$ cat src/common/elevator_pkg.sv
////////////////////////////////////////////////////////////////////////////
// Shared elevator definitions
// Floor count, floor index and per-floor mask types
// Button bank and queue request structs
////////////////////////////////////////////////////////////////////////////

`default_nettype none

package elevator_pkg;

    // Floors served by the car
    localparam int num_floors = 11;

    // Floor index, 0 is the first floor
    typedef logic [3:0] floor_t;

    // One bit per floor, bit i is floor i
    typedef logic [num_floors-1:0] floor_mask_t;

    ////////////////////////////////////////////////////////////////////////
    // Structs
    ////////////////////////////////////////////////////////////////////////

    // Hall calls and car panel buttons, used for buttons and lamps alike
    typedef struct packed {
        floor_mask_t call;
        floor_mask_t panel;
    } button_bank_t;

    // One-cycle push into the request queue
    typedef struct packed {
        logic   valid;
        floor_t floor;
    } request_t;

endpackage

`default_nettype wire

$ cat src/requests/request_latch.sv
////////////////////////////////////////////////////////////////////////////
// Request latch
// Samples hall and panel buttons, holds the 22 lamp flip-flops
// and generates at most one queue push per cycle
////////////////////////////////////////////////////////////////////////////

`timescale 1ns/1ps
`default_nettype none

module request_latch (
    input  wire logic                       clock,
    input  wire logic                       reset_n,
    input  wire elevator_pkg::button_bank_t buttons,
    input  wire elevator_pkg::floor_t       current_floor,
    input  wire logic                       power_switch,
    input  wire logic                       emergency_btn,
    input  wire logic                       full,
    input  wire logic                       arrived,
    output elevator_pkg::request_t          push,
    output elevator_pkg::button_bank_t      lights
);
    import elevator_pkg::*;

    floor_mask_t  at_floor;
    floor_mask_t  clear_mask;
    floor_mask_t  call_pick;
    floor_mask_t  panel_pick;
    button_bank_t eligible;
    button_bank_t lights_next;
    logic         accept_enable;

    // Isolate the lowest set bit
    function automatic floor_mask_t lowest_set(input floor_mask_t mask);
        return mask & floor_mask_t'(~mask + 1'b1);
    endfunction

    // Index of the single set bit of a one-hot mask
    function automatic floor_t mask_index(input floor_mask_t one_hot);
        floor_t idx;
        idx = '0;
        for (int i = 0; i < num_floors; i++) begin
            if (one_hot[i]) begin
                idx = floor_t'(i);
            end
        end
        return idx;
    endfunction

    ////////////////////////////////////////////////////////////////////////
    // Acceptance
    ////////////////////////////////////////////////////////////////////////

    // Decode of the car position
    always_comb begin
        for (int i = 0; i < num_floors; i++) begin
            at_floor[i] = (current_floor == floor_t'(i));
        end
    end

    assign accept_enable = power_switch && !emergency_btn && !full;

    // Pressed, unlit and not at the car's own floor
    always_comb begin
        eligible = '0;
        if (accept_enable) begin
            eligible.call  = buttons.call & ~lights.call & ~at_floor;
            eligible.panel = buttons.panel & ~lights.panel & ~at_floor;
        end
    end

    // Hall calls win, panel only when no call is eligible
    always_comb begin
        call_pick  = lowest_set(eligible.call);
        panel_pick = (call_pick == '0) ? lowest_set(eligible.panel) : '0;
    end

    assign push.valid = |(call_pick | panel_pick);
    assign push.floor = mask_index(call_pick | panel_pick);

    ////////////////////////////////////////////////////////////////////////
    // Lamps
    ////////////////////////////////////////////////////////////////////////

    // Arrival clears both lamps of the floor reached
    assign clear_mask = arrived ? at_floor : '0;

    always_comb begin
        lights_next.call  = (lights.call & ~clear_mask) | call_pick;
        lights_next.panel = (lights.panel & ~clear_mask) | panel_pick;
    end

    always_ff @(posedge clock or negedge reset_n) begin
        if (!reset_n) begin
            lights <= '0;
        end else begin
            lights <= lights_next;
        end
    end

    // Never more than one lamp lights up on a single edge
    a_one_new_lamp: assert property (
        @(posedge clock) disable iff (!reset_n)
        $onehot0(lights & ~$past(lights))
    );

endmodule

`default_nettype wire

$ cat src/requests/request_queue.sv
////////////////////////////////////////////////////////////////////////////
// Request queue
// Circular FIFO of pending target floors, oldest entry shown on head
////////////////////////////////////////////////////////////////////////////

`timescale 1ns/1ps
`default_nettype none

module request_queue #(
    parameter int QUEUE_DEPTH = 16
) (
    input  wire logic                   clock,
    input  wire logic                   reset_n,
    input  wire elevator_pkg::request_t push,
    input  wire logic                   pop,
    output elevator_pkg::floor_t        head,
    output logic                        empty,
    output logic                        full
);
    import elevator_pkg::*;

    localparam int PTR_W = (QUEUE_DEPTH > 1) ? $clog2(QUEUE_DEPTH) : 1;
    localparam int CNT_W = $clog2(QUEUE_DEPTH + 1);

    typedef logic [PTR_W-1:0] ptr_t;
    typedef logic [CNT_W-1:0] count_t;

    floor_t entries [QUEUE_DEPTH];
    ptr_t   wr_ptr;
    ptr_t   rd_ptr;
    count_t count;
    logic   do_push;
    logic   do_pop;

    // Step a pointer around the ring
    function automatic ptr_t ptr_next(input ptr_t ptr);
        if (ptr == ptr_t'(QUEUE_DEPTH - 1)) begin
            return '0;
        end
        return ptr + 1'b1;
    endfunction

    assign empty   = (count == '0);
    assign full    = (count == count_t'(QUEUE_DEPTH));
    assign do_push = push.valid && !full;
    assign do_pop  = pop && !empty;

    // Oldest pending floor
    assign head = entries[rd_ptr];

    ////////////////////////////////////////////////////////////////////////
    // Storage and pointers
    ////////////////////////////////////////////////////////////////////////

    always_ff @(posedge clock) begin
        if (do_push) begin
            entries[wr_ptr] <= push.floor;
        end
    end

    always_ff @(posedge clock or negedge reset_n) begin
        if (!reset_n) begin
            wr_ptr <= '0;
            rd_ptr <= '0;
            count  <= '0;
        end else begin
            if (do_push) begin
                wr_ptr <= ptr_next(wr_ptr);
            end
            if (do_pop) begin
                rd_ptr <= ptr_next(rd_ptr);
            end
            // Simultaneous push and pop keeps the count
            case ({do_push, do_pop})
                2'b10:   count <= count + 1'b1;
                2'b01:   count <= count - 1'b1;
                default: count <= count;
            endcase
        end
    end

    // Request latch must hold back while the queue is full
    a_no_push_full: assert property (
        @(posedge clock) disable iff (!reset_n)
        push.valid |-> !full
    );

    // Arrival only ever pops a real entry
    a_no_pop_empty: assert property (
        @(posedge clock) disable iff (!reset_n)
        pop |-> !empty
    );

endmodule

`default_nettype wire

$ cat src/logic/car_control.sv
////////////////////////////////////////////////////////////////////////////
// Car control
// Target floor, direction, activation, arrival and door gating
////////////////////////////////////////////////////////////////////////////

`timescale 1ns/1ps
`default_nettype none

module car_control (
    input  wire elevator_pkg::floor_t head,
    input  wire logic                 empty,
    input  wire elevator_pkg::floor_t current_floor,
    input  wire logic                 elevator_moving,
    input  wire logic                 power_switch,
    input  wire logic                 emergency_btn,
    input  wire logic                 door_open_btn,
    input  wire logic                 door_close_btn,
    output logic                      arrived,
    output elevator_pkg::floor_t      elevator_floor_selector,
    output logic                      direction_selector,
    output logic                      activate_elevator,
    output logic                      door_open_allowed,
    output logic                      door_close_allowed
);

    logic car_idle;
    logic at_head;

    // Powered and standing still
    assign car_idle = power_switch && !elevator_moving;

    // Head is only meaningful with a pending entry
    assign at_head = !empty && (head == current_floor);

    ////////////////////////////////////////////////////////////////////////
    // Target and motion
    ////////////////////////////////////////////////////////////////////////

    assign elevator_floor_selector = empty ? '0 : head;

    // Arrival still completes during an emergency stop
    assign arrived = car_idle && at_head;

    assign activate_elevator = car_idle && !emergency_btn && !empty && !at_head;

    // Up when the target lies above, held low unless a move is requested
    assign direction_selector = activate_elevator && (head > current_floor);

    ////////////////////////////////////////////////////////////////////////
    // Doors
    ////////////////////////////////////////////////////////////////////////

    assign door_open_allowed  = car_idle && door_open_btn;
    assign door_close_allowed = car_idle && door_close_btn;

    // A stop at the target and a departure cannot coincide
    always_comb begin
        assert (!(arrived && activate_elevator))
            else $error("arrived and activate_elevator both high");
    end

endmodule

`default_nettype wire

$ cat src/logic/floor_logic_top.sv
////////////////////////////////////////////////////////////////////////////
// Floor logic top level
// Request latch, request FIFO and car control, queue depth set here
////////////////////////////////////////////////////////////////////////////

`timescale 1ns/1ps
`default_nettype none

module floor_logic_top #(
    parameter int QUEUE_DEPTH = 16
) (
    input  wire logic                       clock,
    input  wire logic                       reset_n,
    input  wire elevator_pkg::button_bank_t buttons,
    input  wire logic                       door_open_btn,
    input  wire logic                       door_close_btn,
    input  wire logic                       emergency_btn,
    input  wire logic                       power_switch,
    input  wire elevator_pkg::floor_t       current_floor,
    input  wire logic                       elevator_moving,
    output elevator_pkg::button_bank_t      lights,
    output elevator_pkg::floor_t            elevator_floor_selector,
    output logic                            direction_selector,
    output logic                            activate_elevator,
    output logic                            door_open_allowed,
    output logic                            door_close_allowed
);
    import elevator_pkg::*;

    request_t push;
    floor_t   head;
    logic     empty;
    logic     full;
    logic     arrived;

    // Buttons in, lamps and pushes out
    request_latch request_latch_inst (
        .clock         (clock),
        .reset_n       (reset_n),
        .buttons       (buttons),
        .current_floor (current_floor),
        .power_switch  (power_switch),
        .emergency_btn (emergency_btn),
        .full          (full),
        .arrived       (arrived),
        .push          (push),
        .lights        (lights)
    );

    // Arrival retires the head entry
    request_queue #(
        .QUEUE_DEPTH (QUEUE_DEPTH)
    ) request_queue_inst (
        .clock   (clock),
        .reset_n (reset_n),
        .push    (push),
        .pop     (arrived),
        .head    (head),
        .empty   (empty),
        .full    (full)
    );

    car_control car_control_inst (
        .head                    (head),
        .empty                   (empty),
        .current_floor           (current_floor),
        .elevator_moving         (elevator_moving),
        .power_switch            (power_switch),
        .emergency_btn           (emergency_btn),
        .door_open_btn           (door_open_btn),
        .door_close_btn          (door_close_btn),
        .arrived                 (arrived),
        .elevator_floor_selector (elevator_floor_selector),
        .direction_selector      (direction_selector),
        .activate_elevator       (activate_elevator),
        .door_open_allowed       (door_open_allowed),
        .door_close_allowed      (door_close_allowed)
    );

endmodule

`default_nettype wire

$ cat config.mk
export PLATFORM = sky130hd
export DESIGN_NAME = floor_logic_top
export DESIGN_NICKNAME = d
export VERILOG_FILES = /design/src/common/elevator_pkg.sv /design/src/requests/request_latch.sv /design/src/requests/request_queue.sv /design/src/logic/car_control.sv /design/src/logic/floor_logic_top.sv
export SDC_FILE = /design/constraint.sdc
export NUM_CORES = 1
export LEC_CHECK = 0
export BUFFER_PORTS_ARGS = -buffer_cell sky130_fd_sc_hd__buf_2
export CORE_AREA = 2 2 95 97
export DETAILED_ROUTE_END_ITERATION = 8
export DIE_AREA = 0 0 97 99
export PLACE_DENSITY = 0.84
export SYNTH_ARGS = -nofsm -noshare
export SYNTH_HDL_FRONTEND = slang
export SYNTH_SLANG_ARGS = --single-unit
$ cat constraint.sdc
create_clock -name clock -period 8.78 [get_ports clock]
set_input_delay 0.878 -clock clock [delete_from_list [all_inputs] [get_ports clock]]
set_output_delay 0.878 -clock clock [all_outputs]
set_load 0.05 [all_outputs]
**Yosys cells after proc, flatten, opt, wreduce, memory -nomap -nowiden**

Memories as Yosys holds them, arrays and structs flattened.
Index checks and enable logic that the tools add are counted.

- Register bits after elaboration: 35
- Output and inout bits: 30
- Bits in read-only memories: 0
- Input port bits: 33
- Memories: 1
- Memory bits (writable): 64
- Latch bits: 0
- Word-level logic and storage cells: 94

- Reductions and logical operators: 23
- Order comparisons: 1
- Mux-type cells: 25
- Multipliers: 0
- Bitwise operators: 17
- Equality and inequality tests: 16
- Divide/modulo/power cells: 0
- Shifts and indexed selects: 0
- Add/subtract/negate cells: 6

Memory list:

| memory | words | bits a word | rd ports | clocked after memory_dff | wr ports | line | text |
|---|---|---|---|---|---|---|---|
| request_queue_inst.entries | 16 | 4 | 1 | 0 | 1 | request_queue.sv:28 | `floor_t entries [QUEUE_DEPTH];` |

Operators with widths:

| kind | count |
|---|---|
| $and A11 B11 Y11 | 8 |
| $not A11 Y11 | 6 |
| $mux W4 | 14 |
| $or A11 B11 Y11 | 3 |
| $add A11 B1 Y11 const B | 2 |
| $mux W11 | 2 |
| $mux W22 | 1 |
| $eq A4 B4 Y1 const B | 5 |
| $eq A4 B3 Y1 const B | 4 |
| $logic_and A1 B1 Y1 | 13 |
| $logic_not A11 Y1 | 1 |
| $reduce_or A11 Y1 | 1 |
| $pmux W5 S2 | 1 |
| $add A4 B1 Y4 const B | 2 |
| $eq A4 B2 Y1 const B | 2 |
| $mux W1 | 7 |
| $add A5 B1 Y5 const B | 1 |
| $eq A5 B5 Y1 const B | 1 |
| $logic_not A1 Y1 | 5 |
| $logic_not A5 Y1 | 1 |
| $sub A5 B1 Y5 const B | 1 |
| $eq A4 B1 Y1 const B | 1 |
| $eq A4 B4 Y1 | 1 |
| $gt A4 B4 Y1 | 1 |
| other kinds (4) | 4 |

**Logic depth before layout (Yosys ltp)**

Gate-level depths: netlist of the first run.

- Word-level depth: 20
- Mapped depth: 18

**By module**

Synthesis of the first run repeated with hierarchy kept, for this count alone.

- Cells, all modules: 451
- Area, all modules: 5305.1 µm²

By module, submodules not included:

| module | times used | cells an instance | seq. area each (µm²) | area each (µm²) |
|---|---|---|---|---|
| request_queue | 1 | 224 | 2247.2 | 3379.5 |
| request_latch | 1 | 205 | 550.5 | 1755.4 |
| car_control | 1 | 22 | 0.0 | 170.2 |

**Worst setup path after synthesis of the first run**

Ideal clock, no wire load.

- Path type: register to output
- Start: register request_queue_inst.rd_ptr[0]
- End: output direction_selector
- Stages on the path, launching flop included: 8
- Arrival time: 4.625 ns
- Setup slack: 3.277 ns
- Path through: dfrtp_1 > clkbuf_1 > mux4_2 > mux4_2 > ha_1 > nand4_1 > nor4b_1 > o21a_1

- Cells in the longest elaborated chain, start to end: 6

RTL lines:

| item | line | text |
|---|---|---|
| start: declaration | request_queue.sv:30 | `ptr_t rd_ptr;` |
| start signal: assignment | request_queue.sv:71 | `rd_ptr <= ptr_next(rd_ptr);` |
| $mem_v2 Z16 W4 | -- |  |
| $eq A4 B4 Y1 | car_control.sv:33 | `assign at_head = !empty && (head == current_floor);` |
| $logic_and A1 B1 Y1 | car_control.sv:33 |  |
| $logic_not A1 Y1 | car_control.sv:44 | `assign activate_elevator = car_idle && !emergency_btn && !empty && !at_head;` |
| $logic_and A1 B1 Y1 | car_control.sv:44 |  |
| via activate_elevator | floor_logic_top.sv:24 | `output logic activate_elevator,` |
| $logic_and A1 B1 Y1 | car_control.sv:47 | `assign direction_selector = activate_elevator && (head > current_floor);` |
| end: declaration | floor_logic_top.sv:23 | `output logic direction_selector,` |

The timed path passes the listed nets, and every way through them passes these cells.

**Worst setup path in the final report of the first run**

- Start: register request_queue_inst.rd_ptr[0]
- End: output direction_selector

- Cells in the longest elaborated chain, start to end: 6

RTL lines:

| item | line |
|---|---|
| $mem_v2 Z16 W4 * | -- |
| $eq A4 B4 Y1 | car_control.sv:33 |
| $logic_and A1 B1 Y1 | car_control.sv:33 |
| $logic_not A1 Y1 | car_control.sv:44 |
| $logic_and A1 B1 Y1 | car_control.sv:44 |
| $logic_and A1 B1 Y1 * | car_control.sv:47 |

Mark *: on every way between the ends. The rest lies on a longest branch, timed or not.

==> impl_metrics.tcl, run 1 <==
set metrics [dict create \
    outcome "completed" \
    syn_area_mm2 0.00527 \
    critical_path_class "register to output pin" \
    use_met2 0.462 \
    drt_pass1_iterations 5 \
    drtIter0Drc 305 \
    groute.usage.overall 0.266 \
    port_buffers 62 \
    max_freq_mhz 209 \
    clk_pin_slew_ns 0.11 \
    crit_top_cell "mux4_2" \
    finalWirelength_um 12400 \
    cts.path.max_buffers 2 \
    grt_max_degree 36 \
    tightestPinTransition_ns 1.17 \
    setup_violations 0 \
    clk_latency_ns 0.37 \
    worstPathCellList "mux4_2, mux4_2, ha_1, nand4_1, nor4b_1, o21a_1, buf_2" \
    finClkSkew_ns 0.0120 \
    worstRegToRegCells 14 \
    critical_path.max_fanout 21 \
    arrival_ns 3.92 \
    viasPerCell 6.55 \
    synth_async_sr_flop_share 0.354 \
    nNetsFinal 522 \
    core_mm2 0.00855 \
    drv_cap 0 \
    peakVddDrop_uv 198 \
    power_density_mw_per_mm2 299 \
    die_w_um 97 \
    synth-seq-area-share 0.531 \
    p_sw_mw 0.759 \
    fillers 621 \
    syn_inst 419 \
    finalMaxSlewViolations 0 \
    yosysUniqueCellTypes 72 \
    via_count 3867 \
    power.static_leakage_nw 2.28 \
    synth_warnings 0 \
    grt.met3_usage 0.0489 \
    cts_sinks 99 \
    antenna_found_initial 0 \
    final.setup.tns_ns 0 \
    rows 34 \
    die_y_um 99 \
    slew_headroom 0.217 \
    htreeDepth 3 \
    io_pins 63 \
    grt_pass1_wl_um 19900 \
    slowest_delay_ns 1.10 \
    ctsResizeCount 0 \
    switching_share 0.433 \
    hold_viol_final 0 \
    grt_setup_unrepaired "no" \
    numCtsBuffers 9 \
    dp_hpwl_um 9150 \
    root_buffer "clkbuf_8" \
    multi_input_area_mm2 0.00231 \
    die_area_mm2 0.00960 \
    fin_crit_sh 0.546 \
    yosysTopAreaCell "edfxtp_1" \
    ys_ff_latch 99 \
    clkPwrFrac 0.173 \
    place_ws_ns 4.13 \
    gr-total-overflow 0 \
    endpoint_kind "output pin" \
    synth_top_area_frac 0.365 \
    crit_path_top_delay_cell "dfrtp_1" \
    timing.final.ws_setup_ns 3.98 \
    route.detailed.drc 0 \
    p_comb_frac 0.416 \
    syn_area_per_cell_um2 12.6 \
    cts_tree "yes" \
    diodes 0 \
    internal-power_mw 0.992 \
    start_kind "register" \
    initial_utilization 0.616 \
    syn2layout_area_growth_pct 11.2 \
    use_met1 0.332 \
    pwr-share-seq 0.411 \
    antenna_left 0 \
    drive_above_1_share 0.249 \
    crit_required_ns 7.90 \
    holdCritPathClass "register to register" \
    routedWlPerCell_um 21.0 \
    synth_area_leaders "edfxtp_1 36%, dfrtp_1 17%, mux4_2 8.5%" \
    cts_hold_buf 0 \
    seq_area_mm2 0.00280 \
    synth-main-ff-cell "edfxtp_1" \
    grt_pass1_vias 3869 \
    post_cts_buffers 0 \
    synth_edf_count 64 \
    post-route-min-period_ns 4.80 \
    synth_nets 464 \
    place_congestion 0.883 \
    min_path_cells 1 \
    busiest_layer "met2" \
]
## layer usage
| layer | vias up | part of all wire |
|---|---|---|
| li1 | 1755 | - |
| met1 | 1873 | 0.38 |
| met2 | 200 | 0.51 |
| met3 | 39 | 0.070 |
| met4 | 0 | 0.033 |
| met5 | - | 0 |
## registers in the layout, indices dropped and copies added, names as in the netlist
name	count
request_queue_inst.entries	64
request_latch_inst.lights	22
request_queue_inst.count	5
request_queue_inst.rd_ptr	4
request_queue_inst.wr_ptr	4
## area by class of cell
cell class / count / area share
Sequential cell: 99 / 0.477
Multi-Input combinational cell: 284 / 0.395
Timing Repair Buffer: 64 / 0.0555
Tap cell: 108 / 0.0231
Clock buffer: 9 / 0.0211
Clock inverter: 7 / 0.0156
Inverter: 19 / 0.0122
## critical path, delay by kind of cell (launching register included)
kind / cells / cell delay [ns]
AND/OR/NAND/NOR: 2 / 0.53
adder cells (fa/ha/maj): 1 / 0.33
buffers and inverters: 1 / 0.26
AO/OA/AOI/OAI: 1 / 0.18
flip-flops: 1 / 1.10
multiplexers: 2 / 1.14
## cells in the mapped netlist, types with 3 or more instances
master     n
o21bai_1   3
ha_1      12
inv_1     18
and3_1    11
buf_2      4
o31ai_1    4
nand3b_1   3
xnor2_1    3
a21oi_1   10
o32ai_1    3
o22ai_1    3
nor4b_2    5
xor2_1     5
o21a_1     4
nand4_1    8
or3_1      3
o21ai_0   19
nand2b_1   8
nor3_1     8
a21o_1     4
mux2_2     3
dfrtp_1   35
o211ai_1   3
and4b_1    3
nor4_1     3
nor2_1    21
nor2b_1   11
nor3b_1    4
clkbuf_1   8
nand2_1   40
mux4_2    20
edfxtp_1  64
nand3_1   10
a32o_1     7
## placed cells by master, fill, tap and decap left out, types with 4 or more instances in the layout
master,instances
o21ai_0,19
buf_2,62
and3_1,11
nor3_1,8
edfxtp_1,64
nor4b_2,5
nor3b_1,4
nand2b_1,8
a21oi_1,10
mux4_2,20
nor2_1,21
xor2_1,5
o31ai_1,4
nand4_1,8
a32o_1,7
nand3_1,10
clkbuf_8,9
dfrtp_1,35
o21a_1,4
inv_1,18
a21o_1,4
ha_1,12
nor2b_1,11
nand2_1,40
## worst paths after layout
path,from,end,slack [ns]
max,request_queue_inst.rd_ptr[0],direction_selector,3.98
min,request_queue_inst.count[4],request_queue_inst.count[4],0.52
max reg2reg,request_queue_inst.rd_ptr[0],request_queue_inst.count[4],4.08
min reg2reg,request_queue_inst.count[4],request_queue_inst.count[4],0.52
max in group asynchronous,reset_n,request_latch_inst.lights[21],7.68
min in group asynchronous,reset_n,request_latch_inst.lights[3],0.58
## cells by family after synthesis
| family | share of synthesized area |
|---|---|
| and+or+nand+nor | 0.178 |
| DFF | 0.531 |
| adders and majority gates | 0.0285 |
| muxes | 0.0961 |
| buffers and inverters | 0.0301 |
| AOI/OAI and AO/OA | 0.123 |
| xor gates and xnor gates | 0.0133 |
## power by group through the flow
stage	Sequential, mW	Combinational, mW	Clock [mW]
after floorplan	0.769	0.493	0
after global placement	0.719	0.692	0
after detailed placement	0.729	0.719	0
after CTS	0.718	0.723	0.307
after global routing	0.735	0.779	0.324
final	0.720	0.729	0.303
## metrics by stage
step           instances   util  total power [mW]  instance area, um2  hold WS [ns]
3_5_place_dp         574  0.660              1.45                5640         0.492
3_3_place_gp         574  0.660              1.41                5640         0.474
5_1_grt              590  0.685              1.84                5860         0.561
2_1_floorplan        419      -              1.26                5270         0.484
4_1_cts              590  0.685              1.75                5860         0.518
6_report             590  0.685              1.75                5860         0.525
Note: power is estimated with default switching activity, not from simulation.
==> inputs of run 2 (changes only) <==
CORE_AREA = 2 2 103 105   (was 2 2 95 97)
DIE_AREA = 0 0 105 107   (was 0 0 97 99)
PLACE_DENSITY = 0.76   (was 0.84)
clock period = 4.1 ns   (was 8.78 ns; I/O delays follow)
==> impl_metrics.tcl, run 2 (synthesis gave the netlist of run 1 again) <==
set metrics [dict create \
    slowest_delay_ns 0.52 \
    endpoint_kind "register" \
    hold_slack_ns 0.141 \
    root_buffer "clkbuf_8" \
    die_area_mm2 0.0112 \
    crit_required_ns 4.40 \
    htreeDepth 3 \
    die_y_um 107 \
    reg2reg_from "request_queue_inst.rd_ptr[0]" \
    dp_hpwl_um 9280 \
    post-route-min-period_ns 3.72 \
    setup_violations 0 \
    drv_cap 0 \
    grt_pass1_vias 3798 \
    clk_pin_slew_ns 0.10 \
    via_count 3772 \
    holdCritPathClass "input pin to asynchronous set/reset pin" \
    critical_path.max_fanout 21 \
    hold_viol_final 0 \
    outcome "completed" \
    core_mm2 0.0101 \
    cts_sinks 99 \
    drt_pass1_iterations 7 \
    worstPathCellList "buf_12, mux4_2, mux4_2, ha_1, nand4_1, nor4b_4, ha_1, xor2_1, ha_1, a21oi_1, o21ai_0, a22oi_1, nor2_1, xor2_1" \
    post_cts_buffers 0 \
    tightestPinTransition_ns 0.869 \
    fin_crit_sh 0.907 \
    final.setup.tns_ns 0 \
    cp_top_family "multiplexers" \
    finalMaxSlewViolations 0 \
    antenna_found_initial 0 \
    critical_path_class "register to register" \
    die_w_um 105 \
    fillers 853 \
    drtIter0Drc 192 \
    drive_above_1_share 0.262 \
    final_cell_mix "64 x edfxtp_1, 62 x buf_2, 40 x nand2_1" \
    slew_headroom 0.420 \
    viasPerCell 6.04 \
    peakVddDrop_uv 398 \
    diodes 0 \
    cts_tree "yes" \
    instances_no_fill 625 \
    clk_latency_ns 0.37 \
    grt_pass1_wl_um 20100 \
    finClkSkew_ns 0.0102 \
    antenna_left 0 \
    cp_num_buf_inv 1 \
    max_freq_mhz 269 \
    io_pins 63 \
    power.static_leakage_nw 2.32 \
    final_common_cell "edfxtp_1" \
    initial_utilization 0.522 \
    cts.path.max_buffers 2 \
    dp.cells 609 \
    finalWirelength_um 12400 \
    top_regs "request_queue_inst.entries: 64 flops, request_latch_inst.lights: 22 flops, request_queue_inst.count: 5 flops" \
    start_kind "register" \
    critPathLaunch "request_queue_inst.rd_ptr[0]" \
    grt_setup_unrepaired "no" \
    numCtsBuffers 9 \
    grt_max_degree 36 \
    syn2layout_area_growth_pct 13.0 \
    nNetsFinal 529 \
    rows 37 \
    routedWlPerCell_um 19.9 \
    place_congestion 0.941 \
    arrival_ns 4.02 \
    crit_path_top_delay_cell "mux4_2" \
    largest_reg_flops 64 \
    power_density_mw_per_mm2 634 \
    crit_top_cell "ha_1" \
    port_buffers 62 \
    route.detailed.drc 0 \
    top_register "request_queue_inst.entries" \
    gr-total-overflow 0 \
    groute.usage.overall 0.232 \
]
[run 2: area by class of cell]
| cell class | count | area, um2 | area share |
|---|---|---|---|
| Clock inverter | 7 | 72.6 | 0.0122 |
| Multi-Input combinational cell | 284 | 2330 | 0.391 |
| Inverter | 19 | 71.3 | 0.0120 |
| Clock buffer | 9 | 124 | 0.0208 |
| Tap cell | 136 | 170 | 0.0286 |
| Timing Repair Buffer | 71 | 390 | 0.0655 |
| Sequential cell | 99 | 2800 | 0.470 |
[run 2: final timing paths]
check	to	slack (ns)	cells past startpoint
worst max-delay path	request_queue_inst.count[4]	0.38	14
worst min-delay path	request_latch_inst.lights[6]	0.14	1
worst max register to register	request_queue_inst.count[4]	0.38	14
worst min register to register	request_latch_inst.lights[7]	0.51	2
max in group asynchronous	request_queue_inst.rd_ptr[1]	3.36	1
min in group clock	request_latch_inst.lights[6]	0.29	3
[run 2: report_power, final]
group          internal, mW  switching, mW
Sequential             1.29          0.203
Combinational         0.611           1.03
Clock                 0.286          0.358
[run 2: what timing repair did]
| action | 4_1_cts | 5_1_grt |
|---|---|---|
| endpoints found under the setup margin | 0 | 1 |
| hold buffers | 0 | 0 |
| gates resized for setup | 0 | 1 |
[run 2: metal layers]
metal / global-route usage / routed length, um / up-vias / part of all wire
li1: - / - / 1759 / -
met1: 0.300 / 5310 / 1875 / 0.43
met2: 0.393 / 6190 / 115 / 0.50
met3: 0.0401 / 581 / 23 / 0.047
met4: 0.0876 / 329 / 0 / 0.027
met5: 0 / 0 / - / 0
[run 2: worst register-to-register path: stages (launching register included)]
cell and delay [ns]:
dfrtp_1 0.39, buf_12 0.20, mux4_2 0.53, mux4_2 0.52
ha_1 0.34, nand4_1 0.16, nor4b_4 0.30, ha_1 0.23
xor2_1 0.16, ha_1 0.22, a21oi_1 0.09, o21ai_0 0.16
a22oi_1 0.08, nor2_1 0.12, xor2_1 0.15
[run 2: per-stage QoR]
| stage | setup slack, ns | util | cell area, um2 | total power, mW |
|---|---|---|---|---|
| after floorplan | 0.0585 | - | 5300 | 2.71 |
| after global routing | 0.0215 | 0.590 | 5960 | 3.98 |
| after global placement | 0.304 | 0.571 | 5760 | 3.10 |
| after CTS | 0.255 | 0.590 | 5960 | 3.79 |
| final | 0.380 | 0.590 | 5960 | 3.78 |
| after detailed placement | 0.189 | 0.571 | 5760 | 3.15 |
